--- config.mk ---
export PLATFORM = sky130hd
export DESIGN_NAME = priv_trap_unit
export DESIGN_NICKNAME = d
export VERILOG_FILES = /design/src/rtl/priv_pkg.sv /design/src/rtl/priv_int_ex_handler.sv /design/src/rtl/priv_csr_regs.sv /design/src/rtl/priv_trap_unit.sv
export VERILOG_INCLUDE_DIRS = /design/src /design/src/rtl
export SDC_FILE = /design/constraint.sdc
export NUM_CORES = 1
export LEC_CHECK = 0
export ABC_AREA = 1
export BUFFER_PORTS_ARGS = -buffer_cell sky130_fd_sc_hd__buf_2
export CORE_ASPECT_RATIO = 0.8
export CORE_MARGIN = 10
export CORE_UTILIZATION = 40
export CTS_BUF_LIST = sky130_fd_sc_hd__clkbuf_4
export CTS_CLUSTER_SIZE = 14
export DETAILED_ROUTE_END_ITERATION = 12
export SYNTH_ARGS = -nofsm -noshare
export SYNTH_HDL_FRONTEND = slang
export SYNTH_HIERARCHICAL = 1
export SYNTH_SLANG_ARGS = --single-unit
--- constraint.sdc ---
create_clock -name CLK -period 2.6 [get_ports CLK]
set_input_delay 0.13 -clock CLK [delete_from_list [all_inputs] [get_ports CLK]]
set_output_delay 0.13 -clock CLK [all_outputs]
set_load 0.02 [all_outputs]
--- src/rtl/priv_macros.svh ---
// Trap unit constants
// Data width, CSR addresses, cause codes and status bit positions
`ifndef PRIV_MACROS_SVH
`define PRIV_MACROS_SVH

`define PRIV_XLEN 32

// Machine-mode CSR addresses
`define CSR_MSTATUS 12'h300
`define CSR_MIE     12'h304
`define CSR_MTVEC   12'h305
`define CSR_MEPC    12'h341
`define CSR_MCAUSE  12'h342
`define CSR_MTVAL   12'h343
`define CSR_MIP     12'h344

// Exception cause codes
`define EX_INSN_MAL    4'd0
`define EX_INSN_ACCESS 4'd1
`define EX_ILLEGAL     4'd2
`define EX_BREAKPOINT  4'd3
`define EX_L_MAL       4'd4
`define EX_L_FAULT     4'd5
`define EX_S_MAL       4'd6
`define EX_S_FAULT     4'd7
`define EX_ENV_U       4'd8
`define EX_ENV_M       4'd11

// Interrupt cause codes
`define INT_SOFT_M  4'd3
`define INT_TIMER_M 4'd7
`define INT_EXT_M   4'd11

// Bit positions in mstatus, and in mip and mie alike
`define MSTATUS_MIE  3
`define MSTATUS_MPIE 7
`define MSTATUS_MPP  12:11
`define MIP_MSIP     3
`define MIP_MTIP     7
`define MIP_MEIP     11

`endif

--- src/rtl/priv_pkg.sv ---
// Trap unit types
// Data word, CSR address, cause code and privilege level
`default_nettype none
`include "priv_macros.svh"

package priv_pkg;

    // One machine word
    typedef logic [`PRIV_XLEN-1:0] word_t;

    // 12-bit CSR address space
    typedef logic [11:0] csr_addr_t;

    // Cause code as stored in the low bits of mcause
    typedef logic [3:0] cause_t;

    // Only user and machine mode exist
    typedef enum logic [1:0] {
        U_MODE = 2'b00,
        M_MODE = 2'b11
    } priv_level_t;

endpackage

`default_nettype wire

--- src/rtl/priv_int_ex_handler.sv ---
// Machine-mode interrupt and exception handler
// Ranks trap sources and computes the next CSR values with their strobes
`timescale 1ns/1ps
`default_nettype none
`include "priv_macros.svh"

module priv_int_ex_handler (
    input  wire                   breakpoint,
    input  wire                   fault_insn_access,
    input  wire                   illegal_insn,
    input  wire                   mal_insn,
    input  wire                   ecall,
    input  wire                   mal_s,
    input  wire                   mal_l,
    input  wire                   fault_s,
    input  wire                   fault_l,
    input  wire                   mret,
    input  wire                   ext_int,
    input  wire                   soft_int,
    input  wire                   timer_int,
    input  wire                   clear_ext_int,
    input  wire                   clear_soft_int,
    input  wire                   clear_timer_int,
    input  wire priv_pkg::word_t  epc,
    input  wire priv_pkg::word_t  badaddr,
    input  wire priv_pkg::word_t  curr_mstatus,
    input  wire priv_pkg::word_t  curr_mie,
    input  wire priv_pkg::word_t  curr_mip,
    input  wire priv_pkg::priv_level_t curr_priv,
    output logic                  trap,
    output logic                  inject_mstatus,
    output logic                  inject_mip,
    output logic                  inject_mepc,
    output logic                  inject_mcause,
    output logic                  inject_mtval,
    output logic                  inject_priv,
    output priv_pkg::word_t       next_mstatus,
    output priv_pkg::word_t       next_mip,
    output priv_pkg::word_t       next_mepc,
    output priv_pkg::word_t       next_mcause,
    output priv_pkg::word_t       next_mtval,
    output priv_pkg::priv_level_t next_priv
);

    logic             exception;
    logic             ex_is_ecall;
    priv_pkg::cause_t ex_cause;
    logic             ext_pending;
    logic             soft_pending;
    logic             timer_pending;
    logic             interrupt_fired;
    priv_pkg::cause_t int_cause;

    // Fixed exception priority, first match wins
    always_comb begin
        exception   = 1'b1;
        ex_is_ecall = 1'b0;
        ex_cause    = `EX_INSN_MAL;
        if (breakpoint)             ex_cause = `EX_BREAKPOINT;
        else if (fault_insn_access) ex_cause = `EX_INSN_ACCESS;
        else if (illegal_insn)      ex_cause = `EX_ILLEGAL;
        else if (mal_insn)          ex_cause = `EX_INSN_MAL;
        else if (ecall) begin
            ex_is_ecall = 1'b1;
            ex_cause    = (curr_priv == priv_pkg::M_MODE) ? `EX_ENV_M : `EX_ENV_U;
        end
        else if (mal_s)             ex_cause = `EX_S_MAL;
        else if (mal_l)             ex_cause = `EX_L_MAL;
        else if (fault_s)           ex_cause = `EX_S_FAULT;
        else if (fault_l)           ex_cause = `EX_L_FAULT;
        else                        exception = 1'b0;
    end

    // Pending and enabled, gated globally by mstatus.mie
    assign ext_pending   = curr_mie[`MIP_MEIP] & curr_mip[`MIP_MEIP];
    assign soft_pending  = curr_mie[`MIP_MSIP] & curr_mip[`MIP_MSIP];
    assign timer_pending = curr_mie[`MIP_MTIP] & curr_mip[`MIP_MTIP];
    assign interrupt_fired = curr_mstatus[`MSTATUS_MIE]
                           & (ext_pending | soft_pending | timer_pending);

    always_comb begin
        if (ext_pending)       int_cause = `INT_EXT_M;
        else if (soft_pending) int_cause = `INT_SOFT_M;
        else                   int_cause = `INT_TIMER_M;
    end

    assign trap = exception | interrupt_fired;

    // Exceptions outrank interrupts; top bit flags an interrupt
    assign inject_mcause = trap;
    assign next_mcause   = {~exception, {(`PRIV_XLEN-5){1'b0}},
                            exception ? ex_cause : int_cause};

    assign inject_mepc = trap;
    assign next_mepc   = epc;

    // ecall has no faulting address
    assign inject_mtval = exception & ~ex_is_ecall;
    assign next_mtval   = badaddr;

    // Set wins over clear for each pending bit
    assign inject_mip = ext_int | soft_int | timer_int
                      | clear_ext_int | clear_soft_int | clear_timer_int;
    always_comb begin
        next_mip = curr_mip;
        if (ext_int)              next_mip[`MIP_MEIP] = 1'b1;
        else if (clear_ext_int)   next_mip[`MIP_MEIP] = 1'b0;
        if (soft_int)             next_mip[`MIP_MSIP] = 1'b1;
        else if (clear_soft_int)  next_mip[`MIP_MSIP] = 1'b0;
        if (timer_int)            next_mip[`MIP_MTIP] = 1'b1;
        else if (clear_timer_int) next_mip[`MIP_MTIP] = 1'b0;
    end

    // Trap entry stacks mie and privilege, mret unwinds them
    assign inject_mstatus = trap | mret;
    assign inject_priv    = trap | mret;
    always_comb begin
        next_mstatus = curr_mstatus;
        next_priv    = priv_pkg::M_MODE;
        if (trap) begin
            next_mstatus[`MSTATUS_MPIE] = curr_mstatus[`MSTATUS_MIE];
            next_mstatus[`MSTATUS_MIE]  = 1'b0;
            next_mstatus[`MSTATUS_MPP]  = curr_priv;
        end else if (mret) begin
            next_mstatus[`MSTATUS_MIE]  = curr_mstatus[`MSTATUS_MPIE];
            next_mstatus[`MSTATUS_MPIE] = 1'b0;
            next_mstatus[`MSTATUS_MPP]  = priv_pkg::U_MODE;
            // Reserved mpp encodings fall back to U
            if (curr_mstatus[`MSTATUS_MPP] != priv_pkg::M_MODE)
                next_priv = priv_pkg::U_MODE;
        end
    end

    // Pipeline must not retire mret in a cycle that traps
    always_comb begin
        assert (!(trap && mret))
            else $error("trap and mret asserted together");
    end

endmodule

`default_nettype wire

--- src/rtl/priv_csr_regs.sv ---
// Machine-mode CSR storage with an APB slave port
// Hardware injects from the handler win over APB writes
`timescale 1ns/1ps
`default_nettype none
`include "priv_macros.svh"

module priv_csr_regs (
    input  wire                        CLK,
    input  wire                        rst_n,
    // APB slave
    input  wire                        psel,
    input  wire                        penable,
    input  wire                        pwrite,
    input  wire priv_pkg::csr_addr_t   paddr,
    input  wire priv_pkg::word_t       pwdata,
    output priv_pkg::word_t            prdata,
    output logic                       pready,
    output logic                       pslverr,
    // Hardware updates
    input  wire                        inject_mstatus,
    input  wire                        inject_mip,
    input  wire                        inject_mepc,
    input  wire                        inject_mcause,
    input  wire                        inject_mtval,
    input  wire                        inject_priv,
    input  wire priv_pkg::word_t       next_mstatus,
    input  wire priv_pkg::word_t       next_mip,
    input  wire priv_pkg::word_t       next_mepc,
    input  wire priv_pkg::word_t       next_mcause,
    input  wire priv_pkg::word_t       next_mtval,
    input  wire priv_pkg::priv_level_t next_priv,
    // Current state
    output priv_pkg::word_t            curr_mstatus,
    output priv_pkg::word_t            curr_mie,
    output priv_pkg::word_t            curr_mip,
    output priv_pkg::priv_level_t      curr_priv,
    output priv_pkg::word_t            trap_vector,
    output priv_pkg::word_t            mret_target
);

    priv_pkg::word_t       mstatus;
    priv_pkg::word_t       mie;
    priv_pkg::word_t       mip;
    priv_pkg::word_t       mtvec;
    priv_pkg::word_t       mepc;
    priv_pkg::word_t       mcause;
    priv_pkg::word_t       mtval;
    priv_pkg::priv_level_t priv;

    logic            apb_access;
    logic            apb_write;
    logic            addr_hit;
    priv_pkg::word_t rd_value;

    // Zero wait states
    assign pready     = 1'b1;
    assign apb_access = psel & penable;

    // Address decode and read mux
    always_comb begin
        addr_hit = 1'b1;
        rd_value = '0;
        case (paddr)
            `CSR_MSTATUS: rd_value = mstatus;
            `CSR_MIE:     rd_value = mie;
            `CSR_MTVEC:   rd_value = mtvec;
            `CSR_MEPC:    rd_value = mepc;
            `CSR_MCAUSE:  rd_value = mcause;
            `CSR_MTVAL:   rd_value = mtval;
            `CSR_MIP:     rd_value = mip;
            default:      addr_hit = 1'b0;
        endcase
    end

    assign apb_write = apb_access & pwrite & addr_hit;
    assign prdata    = (apb_access && addr_hit) ? rd_value : '0;
    assign pslverr   = apb_access & ~addr_hit;

    always_ff @(posedge CLK) begin
        if (!rst_n) begin
            mstatus <= '0;
            mie     <= '0;
            mip     <= '0;
            mtvec   <= '0;
            mepc    <= '0;
            mcause  <= '0;
            mtval   <= '0;
            priv    <= priv_pkg::M_MODE;
        end else begin
            // Only mie, mpie and mpp are implemented in mstatus
            if (inject_mstatus) begin
                mstatus <= next_mstatus;
            end else if (apb_write && paddr == `CSR_MSTATUS) begin
                mstatus[`MSTATUS_MIE]  <= pwdata[`MSTATUS_MIE];
                mstatus[`MSTATUS_MPIE] <= pwdata[`MSTATUS_MPIE];
                mstatus[`MSTATUS_MPP]  <= pwdata[`MSTATUS_MPP];
            end

            if (apb_write && paddr == `CSR_MIE) begin
                mie[`MIP_MSIP] <= pwdata[`MIP_MSIP];
                mie[`MIP_MTIP] <= pwdata[`MIP_MTIP];
                mie[`MIP_MEIP] <= pwdata[`MIP_MEIP];
            end

            // mip is read-only from the bus
            if (inject_mip)
                mip <= next_mip;

            if (apb_write && paddr == `CSR_MTVEC)
                mtvec <= pwdata;

            if (inject_mepc)
                mepc <= next_mepc;
            else if (apb_write && paddr == `CSR_MEPC)
                mepc <= pwdata;

            if (inject_mcause)
                mcause <= next_mcause;
            else if (apb_write && paddr == `CSR_MCAUSE)
                mcause <= pwdata;

            if (inject_mtval)
                mtval <= next_mtval;
            else if (apb_write && paddr == `CSR_MTVAL)
                mtval <= pwdata;

            if (inject_priv)
                priv <= next_priv;
        end
    end

    assign curr_mstatus = mstatus;
    assign curr_mie     = mie;
    assign curr_mip     = mip;
    assign curr_priv    = priv;

    // Direct mode only, so the mode bits never reach the PC
    assign trap_vector = {mtvec[`PRIV_XLEN-1:2], 2'b00};
    assign mret_target = mepc;

    // APB protocol checks on the slave side
    penable_needs_psel: assert property (
        @(posedge CLK) disable iff (!rst_n) penable |-> psel
    ) else $error("penable high without psel");

    paddr_stable: assert property (
        @(posedge CLK) disable iff (!rst_n) (psel && !penable) |=> $stable(paddr)
    ) else $error("paddr changed between setup and access phase");

endmodule

`default_nettype wire

--- src/rtl/priv_trap_unit.sv ---
// Machine-mode trap unit top level
// Joins the trap handler and the CSR block to the pipeline and APB
`timescale 1ns/1ps
`default_nettype none

module priv_trap_unit (
    input  wire                        CLK,
    input  wire                        rst_n,
    // Pipeline events
    input  wire                        breakpoint,
    input  wire                        fault_insn_access,
    input  wire                        illegal_insn,
    input  wire                        mal_insn,
    input  wire                        ecall,
    input  wire                        mal_s,
    input  wire                        mal_l,
    input  wire                        fault_s,
    input  wire                        fault_l,
    input  wire                        mret,
    input  wire                        ext_int,
    input  wire                        soft_int,
    input  wire                        timer_int,
    input  wire                        clear_ext_int,
    input  wire                        clear_soft_int,
    input  wire                        clear_timer_int,
    input  wire priv_pkg::word_t       epc,
    input  wire priv_pkg::word_t       badaddr,
    // APB slave
    input  wire                        psel,
    input  wire                        penable,
    input  wire                        pwrite,
    input  wire priv_pkg::csr_addr_t   paddr,
    input  wire priv_pkg::word_t       pwdata,
    output priv_pkg::word_t            prdata,
    output logic                       pready,
    output logic                       pslverr,
    // Back to the pipeline
    output logic                       trap,
    output priv_pkg::word_t            trap_vector,
    output priv_pkg::word_t            mret_target,
    output priv_pkg::priv_level_t      priv_level
);

    logic inject_mstatus, inject_mip, inject_mepc;
    logic inject_mcause, inject_mtval, inject_priv;
    priv_pkg::word_t next_mstatus, next_mip, next_mepc, next_mcause, next_mtval;
    priv_pkg::word_t curr_mstatus, curr_mie, curr_mip;
    priv_pkg::priv_level_t next_priv;

    priv_int_ex_handler handler_inst (
        .breakpoint(breakpoint), .fault_insn_access(fault_insn_access),
        .illegal_insn(illegal_insn), .mal_insn(mal_insn), .ecall(ecall),
        .mal_s(mal_s), .mal_l(mal_l), .fault_s(fault_s), .fault_l(fault_l),
        .mret(mret), .ext_int(ext_int), .soft_int(soft_int), .timer_int(timer_int),
        .clear_ext_int(clear_ext_int), .clear_soft_int(clear_soft_int),
        .clear_timer_int(clear_timer_int), .epc(epc), .badaddr(badaddr),
        .curr_mstatus(curr_mstatus), .curr_mie(curr_mie), .curr_mip(curr_mip),
        .curr_priv(priv_level), .trap(trap),
        .inject_mstatus(inject_mstatus), .inject_mip(inject_mip),
        .inject_mepc(inject_mepc), .inject_mcause(inject_mcause),
        .inject_mtval(inject_mtval), .inject_priv(inject_priv),
        .next_mstatus(next_mstatus), .next_mip(next_mip), .next_mepc(next_mepc),
        .next_mcause(next_mcause), .next_mtval(next_mtval), .next_priv(next_priv)
    );

    priv_csr_regs csr_inst (
        .CLK(CLK), .rst_n(rst_n),
        .psel(psel), .penable(penable), .pwrite(pwrite), .paddr(paddr),
        .pwdata(pwdata), .prdata(prdata), .pready(pready), .pslverr(pslverr),
        .inject_mstatus(inject_mstatus), .inject_mip(inject_mip),
        .inject_mepc(inject_mepc), .inject_mcause(inject_mcause),
        .inject_mtval(inject_mtval), .inject_priv(inject_priv),
        .next_mstatus(next_mstatus), .next_mip(next_mip), .next_mepc(next_mepc),
        .next_mcause(next_mcause), .next_mtval(next_mtval), .next_priv(next_priv),
        .curr_mstatus(curr_mstatus), .curr_mie(curr_mie), .curr_mip(curr_mip),
        .curr_priv(priv_level), .trap_vector(trap_vector), .mret_target(mret_target)
    );

endmodule

`default_nettype wire

# ---- Word-level counts from Yosys, hierarchy flattened
# Cells that the tools add are included.
dict set report totals {
  wordCells 120
  reg_bits 140
}
dict set report classes {
  n_reduce_logical 20
  muxes 57
  n_eq_ne 10
  bitwise_logic 22
}
# op count
set op_table {}
lappend op_table {{32-bit two-way mux} 7}
lappend op_table {{32-bit one-hot mux with 7 select lines} 1}
lappend op_table {{12-bit by 10-bit == test with 1-bit output, second input constant} 7}
lappend op_table {{4-bit two-way mux} 10}
lappend op_table {{1-bit two-way mux} 29}
lappend op_table {{2-bit two-way mux} 8}
lappend op_table {{2-bit nonzero test} 7}
lappend op_table {{1-bit AND} 9}
lappend op_table {{1-bit OR} 9}
lappend op_table {{2-bit AND reduction} 4}
lappend op_table {{1-bit logical AND} 7}
lappend op_table {{7-bit OR reduction} 1}
lappend op_table {{3-bit two-way mux} 2}
lappend op_table {{1-bit NOT} 4}
lappend op_table {{3-bit inequality test, second input constant} 1}
lappend op_table {{2-bit == test, second input constant} 1}
lappend op_table {{2-bit inequality test, second input constant} 1}
lappend op_table {{2-bit OR reduction} 1}

# ---- Logic depth before layout (Yosys ltp)
dict set report logic_depth {
  depth_word 13
  ltp_mapped 13
  ltp_nobuf 12
}

# ---- Modules after synthesis
# Netlist, hierarchy kept.
# module cells_each n_inst seq_area_each_um2 area_per_inst_um2
set by_module_without_submodules {}
lappend by_module_without_submodules {priv_csr_regs 1624 1 3943.8 10420.0}
lappend by_module_without_submodules {priv_int_ex_handler 223 1 0.0 1529.0}

# ---- Worst setup path before layout
# Ideal clock, no wire load.
dict set report synth_path {
  kind {register to register}
  startpoint {register csr_inst.mip[11], in the netlist csr_inst/curr_mip[11]}
  endpoint {register csr_inst.mepc[17], in the netlist csr_inst/mret_target[17]}
  setup_ps 70
  synth_period_minus_slack_ps 1860
  arrival_ps 1789
  t_required_ps 2530
  slack_ps 740
  path_stages_with_launch 11
  path_cell_list {dfxtp_1 -> nand2_1 -> nand3_1 -> nand2_1 -> nand2_4 -> buf_4 -> inv_1 -> clkbuf_1 -> buf_1 -> nand3_1 -> a21oi_1}
}
dict set report synth_via {
  elab_chain_len 6
  elab_cells_between_ends 7
  classes_between {1 x mux; 5 x bitwise; 1 x reduce/logical}
}
# element line_no
set synth_lines {}
lappend synth_lines {{start, declared} priv_csr_regs.sv:43} ;# priv_pkg::word_t mip;
lappend synth_lines {{start signal, assigned} priv_csr_regs.sv:107} ;# mip <= next_mip;
lappend synth_lines {{1-bit AND *} priv_int_ex_handler.sv:75} ;# assign ext_pending = curr_mie[`MIP_MEIP] & curr_mip[`MIP_MEIP];
lappend synth_lines {{1-bit OR * (2 in a row)} priv_int_ex_handler.sv:79} ;# & (ext_pending | soft_pending | timer_pending);
lappend synth_lines {{1-bit AND *} priv_int_ex_handler.sv:78} ;# assign interrupt_fired = curr_mstatus[`MSTATUS_MIE]
lappend synth_lines {{1-bit OR *} priv_int_ex_handler.sv:87} ;# assign trap = exception | interrupt_fired;
lappend synth_lines {{net inject_mcause} priv_trap_unit.sv:45} ;# logic inject_mcause, inject_mtval, inject_priv;
lappend synth_lines {{32-bit two-way mux or 2-bit nonzero test (tied branches)} -}
lappend synth_lines {{end signal, assigned} priv_csr_regs.sv:113} ;# mepc <= next_mepc;
lappend synth_lines {{end signal, assigned} priv_csr_regs.sv:115} ;# mepc <= pwdata;
lappend synth_lines {{end, declared} priv_csr_regs.sv:45} ;# priv_pkg::word_t mepc;
# Mark *: on every way through the listed nets, which the timed path passes. The rest lies on a longest branch.
# A chain may end at the register's enable or synchronous reset.

# ---- Final worst setup path
dict set report layout_path {
  startpoint {register csr_inst.mip[3], in the netlist csr_inst/curr_mip[3]}
  endpoint {register csr_inst.mepc[10], in the netlist csr_inst/mret_target[10]}
}
dict set report layout_via {
  elab_chain_len 6
  elab_cells_between_ends 7
  classes_between {1 x mux; 5 x bitwise; 1 x reduce/logical}
}
# element line_no
set layout_lines {}
lappend layout_lines {{1-bit AND *} priv_int_ex_handler.sv:76} ;# assign soft_pending = curr_mie[`MIP_MSIP] & curr_mip[`MIP_MSIP];
lappend layout_lines {{1-bit OR * (2 in a row)} priv_int_ex_handler.sv:79}
lappend layout_lines {{1-bit AND *} priv_int_ex_handler.sv:78}
lappend layout_lines {{1-bit OR *} priv_int_ex_handler.sv:87}
lappend layout_lines {{32-bit two-way mux or 2-bit nonzero test (tied branches)} -}
# Every way passes the cells marked *; elsewhere a longest branch is shown, timed or not.

==> impl_metrics.json <==
{
  "rsz0062_at_grt": "no",
  "hold_depth": 7,
  "cts_buffers": 17,
  "hold_start": "fault_l",
  "fin_nets": 2101,
  "row_count": 55,
  "clockBufferDepth": 2,
  "p_leak_nw": 6.373,
  "synth_warnings": 6,
  "synthesis.area_um2": 11730,
  "drt_pre_antenna_iters": 6,
  "cp_slowest_cell": "dlygate4sd3_1",
  "die_area_um2": 36620,
  "drv_slew": 0,
  "vias_per_cell": 5.146,
  "syn_area_per_cell_um2": 6.453,
  "setup-tns-final_ns": 0,
  "drtAntennaViolNets": 0,
  "placed_area_um2": 11990,
  "dieWidth_um": 211.5,
  "post-cts-setup-buffer-count": 0,
  "crit_type": "reg -> reg",
  "clkSlewWorstSetupHoldPaths_ns": 0.17,
  "grt_max_degree": 143,
  "drv_cap": 0,
  "timing.critical_path.buf_inv": 3,
  "fin_area_um2": 13540,
  "fillCellCount": 2998,
  "period_needed_ns": 2.489,
  "outcome": "finished, final reports clean",
  "boundaryPins": 230,
  "grt_pass1_vias": 11390,
  "timing.final.ws_setup_ns": 0.1111,
  "critPathLaunchType": "flip-flop",
  "fin_skew_ns": 0.02730,
  "relSlewSlack_pct": 40.05,
  "multi_input_area_um2": 5515,
  "crit_family": "buffers and inverters",
  "r2r_start": "csr_inst/curr_mip[3]$_SDFFE_PN0P_",
  "max_freq_mhz": 401.8,
  "cp_cell_sequence": "nand2_1, nand3_1, nand2_2, nand2_8, clkinvlp_4, buf_4, nand2_1, nand2_1, dlygate4sd3_1, nand2_1, a21oi_1",
  "clock_latency_ns": 0.62,
  "power_mw": 5.713,
  "peakVddDrop_v": 0.0002470,
  "htree_levels": 4,
  "drive_above_1_share_pct": 17.54,
  "dp_slack_ns": 0.3247,
  "antenna_found_initial": 1,
  "root_buffer": "clkbuf_4",
  "arrival_ns": 2.96,
  "fin_crit_sh_pct": 95.73,
  "cts_tree": "yes",
  "routed_wirelength_mm": 46.00,
  "tightest_slew_ns": 0.8993,
  "grt_usage_pct": 24.13,
  "avgRoutedWirePerCell_um": 19.53,
  "hold-path-endpoint": "csr_inst/curr_priv[1]$_SDFFE_PN1P_",
  "die_y_um": 173.2,
  "r2r_slack_ns": 0.11,
  "regArea_um2": 3944,
  "r2r.worst_path.cells": 11,
  "clock-sinks": 197,
  "coreArea_um2": 28560,
  "p_per_area_nw_per_um2": 421.8,
  "hold_ws_ns": 0.07422,
  "min_path_type": "in -> reg",
  "worstPathRequired_ns": 3.07,
  "endpoint_kind": "flip-flop",
  "start_util_pct": 41.08,
  "portBuffers": 226,
  "setup_violations": 0,
  "fin_util_pct": 47.43,
  "grt_pass1_wl_mm": 68.86,
  "syn_to_final_growth_pct": 15.45,
  "dp.cells": 2197,
  "crit_fanout": 18,
  "instances_no_fill": 2355,
  "cp_common_cell": "nand2_1",
  "grt.overflow.total": 0,
  "drc": 0,
  "detailed_place_hpwl_mm": 32.71,
  "timing_hold_violations_final": 0,
  "reg2reg_to": "csr_inst/mret_target[10]$_SDFFE_PN0P_",
  "drt_first_iter_violations": 1355,
  "synthCells": 1818,
  "cpPeakStageDelay_ns": 0.54,
  "place.gp.congestion": 0.9446,
  "dr_total_vias": 12120
}
[layer usage]
layer / wire length (µm) / global-route usage (%)
met1: 19930 / 32.56
met2: 20290 / 36.62
met3: 4731 / 6.686
met4: 1044 / 6.730
met5: 0 / 0
[flip-flops by register name, indices dropped and copies added, names as in the netlist]
name                   cells
csr_inst/curr_mie          3
csr_inst/curr_mip         32
csr_inst/curr_mstatus     32
csr_inst/curr_priv         2
csr_inst/mcause           32
csr_inst/mret_target      32
csr_inst/mtval            32
csr_inst/mtvec            32
[final cells by class]
class / count / share of cell area [%]
diodes: 1 / 0.01848
clock buffers: 17 / 0.9423
clock inverters: 14 / 1.127
inverters: 138 / 3.852
multi-input cells: 1218 / 40.72
flip-flops and latches: 197 / 29.12
well taps: 370 / 3.418
repair buffers: 400 / 20.80
[power breakdown]
group	switching (mW)	internal, mW
combinational	0.425	0.337
clock	1.19	0.576
sequential	0.0698	3.12
total	1.68	4.03
[worst max path at each step]
stage / start / end / slack (ns) / cells past startpoint
floorplan: csr_inst/curr_mip[11]$_SDFFE_PN0P_ / csr_inst/mret_target[17]$_SDFFE_PN0P_ / 0.74 / 10
global placement: paddr[10] / prdata[23] / 0.36 / 11
detailed placement: paddr[5] / csr_inst/mcause[14]$_SDFFE_PN0P_ / 0.32 / 15
CTS: csr_inst/curr_mip[3]$_SDFFE_PN0P_ / trap / 0.04 / 6
global route: csr_inst/curr_mip[3]$_SDFFE_PN0P_ / csr_inst/mret_target[10]$_SDFFE_PN0P_ / 0.05 / 11
finish: csr_inst/curr_mip[3]$_SDFFE_PN0P_ / csr_inst/mret_target[10]$_SDFFE_PN0P_ / 0.11 / 11
[cell usage in the layout (no fill, tap or decap), types with 2 or more instances in the layout]
cell             n
clkbuf_4        17
a21oi_1         80
clkinv_2         3
nand2_1        416
clkinv_1         2
bufinv_16        2
inv_2            9
clkinvlp_4       4
nand3_4          4
nor2_2           4
inv_6            2
buf_2          225
buf_12           5
nor2_1         261
inv_1          126
nand4_1         13
nand3_2          4
dlygate4sd3_1  126
nand2_2          7
nand3_1        102
nor2_4           8
clkinv_4         3
dfxtp_1        197
nor3_1          15
nand3b_1         3
nand2_4          3
buf_4           44
o21ai_0        206
o22ai_1         14
conb_1          30
a31oi_1         39
[worst reg2reg max path, delay by kind of cell, from the launching register on]
family,cells,cell delay [ns]
buffers and inverters,3,0.97
AND/OR/NAND/NOR,7,0.87
flip-flops,1,0.44
AO/OA/AOI/OAI,1,0.07
[repair_timing]
item | CTS | global route
hold buffers | 126 | 0
endpoints found under the hold margin | 131 | 0
endpoints found under the setup margin | 0 | 3
resized for setup | 0 | 3
No activity file was read; power rests on OpenSTA's default activity.
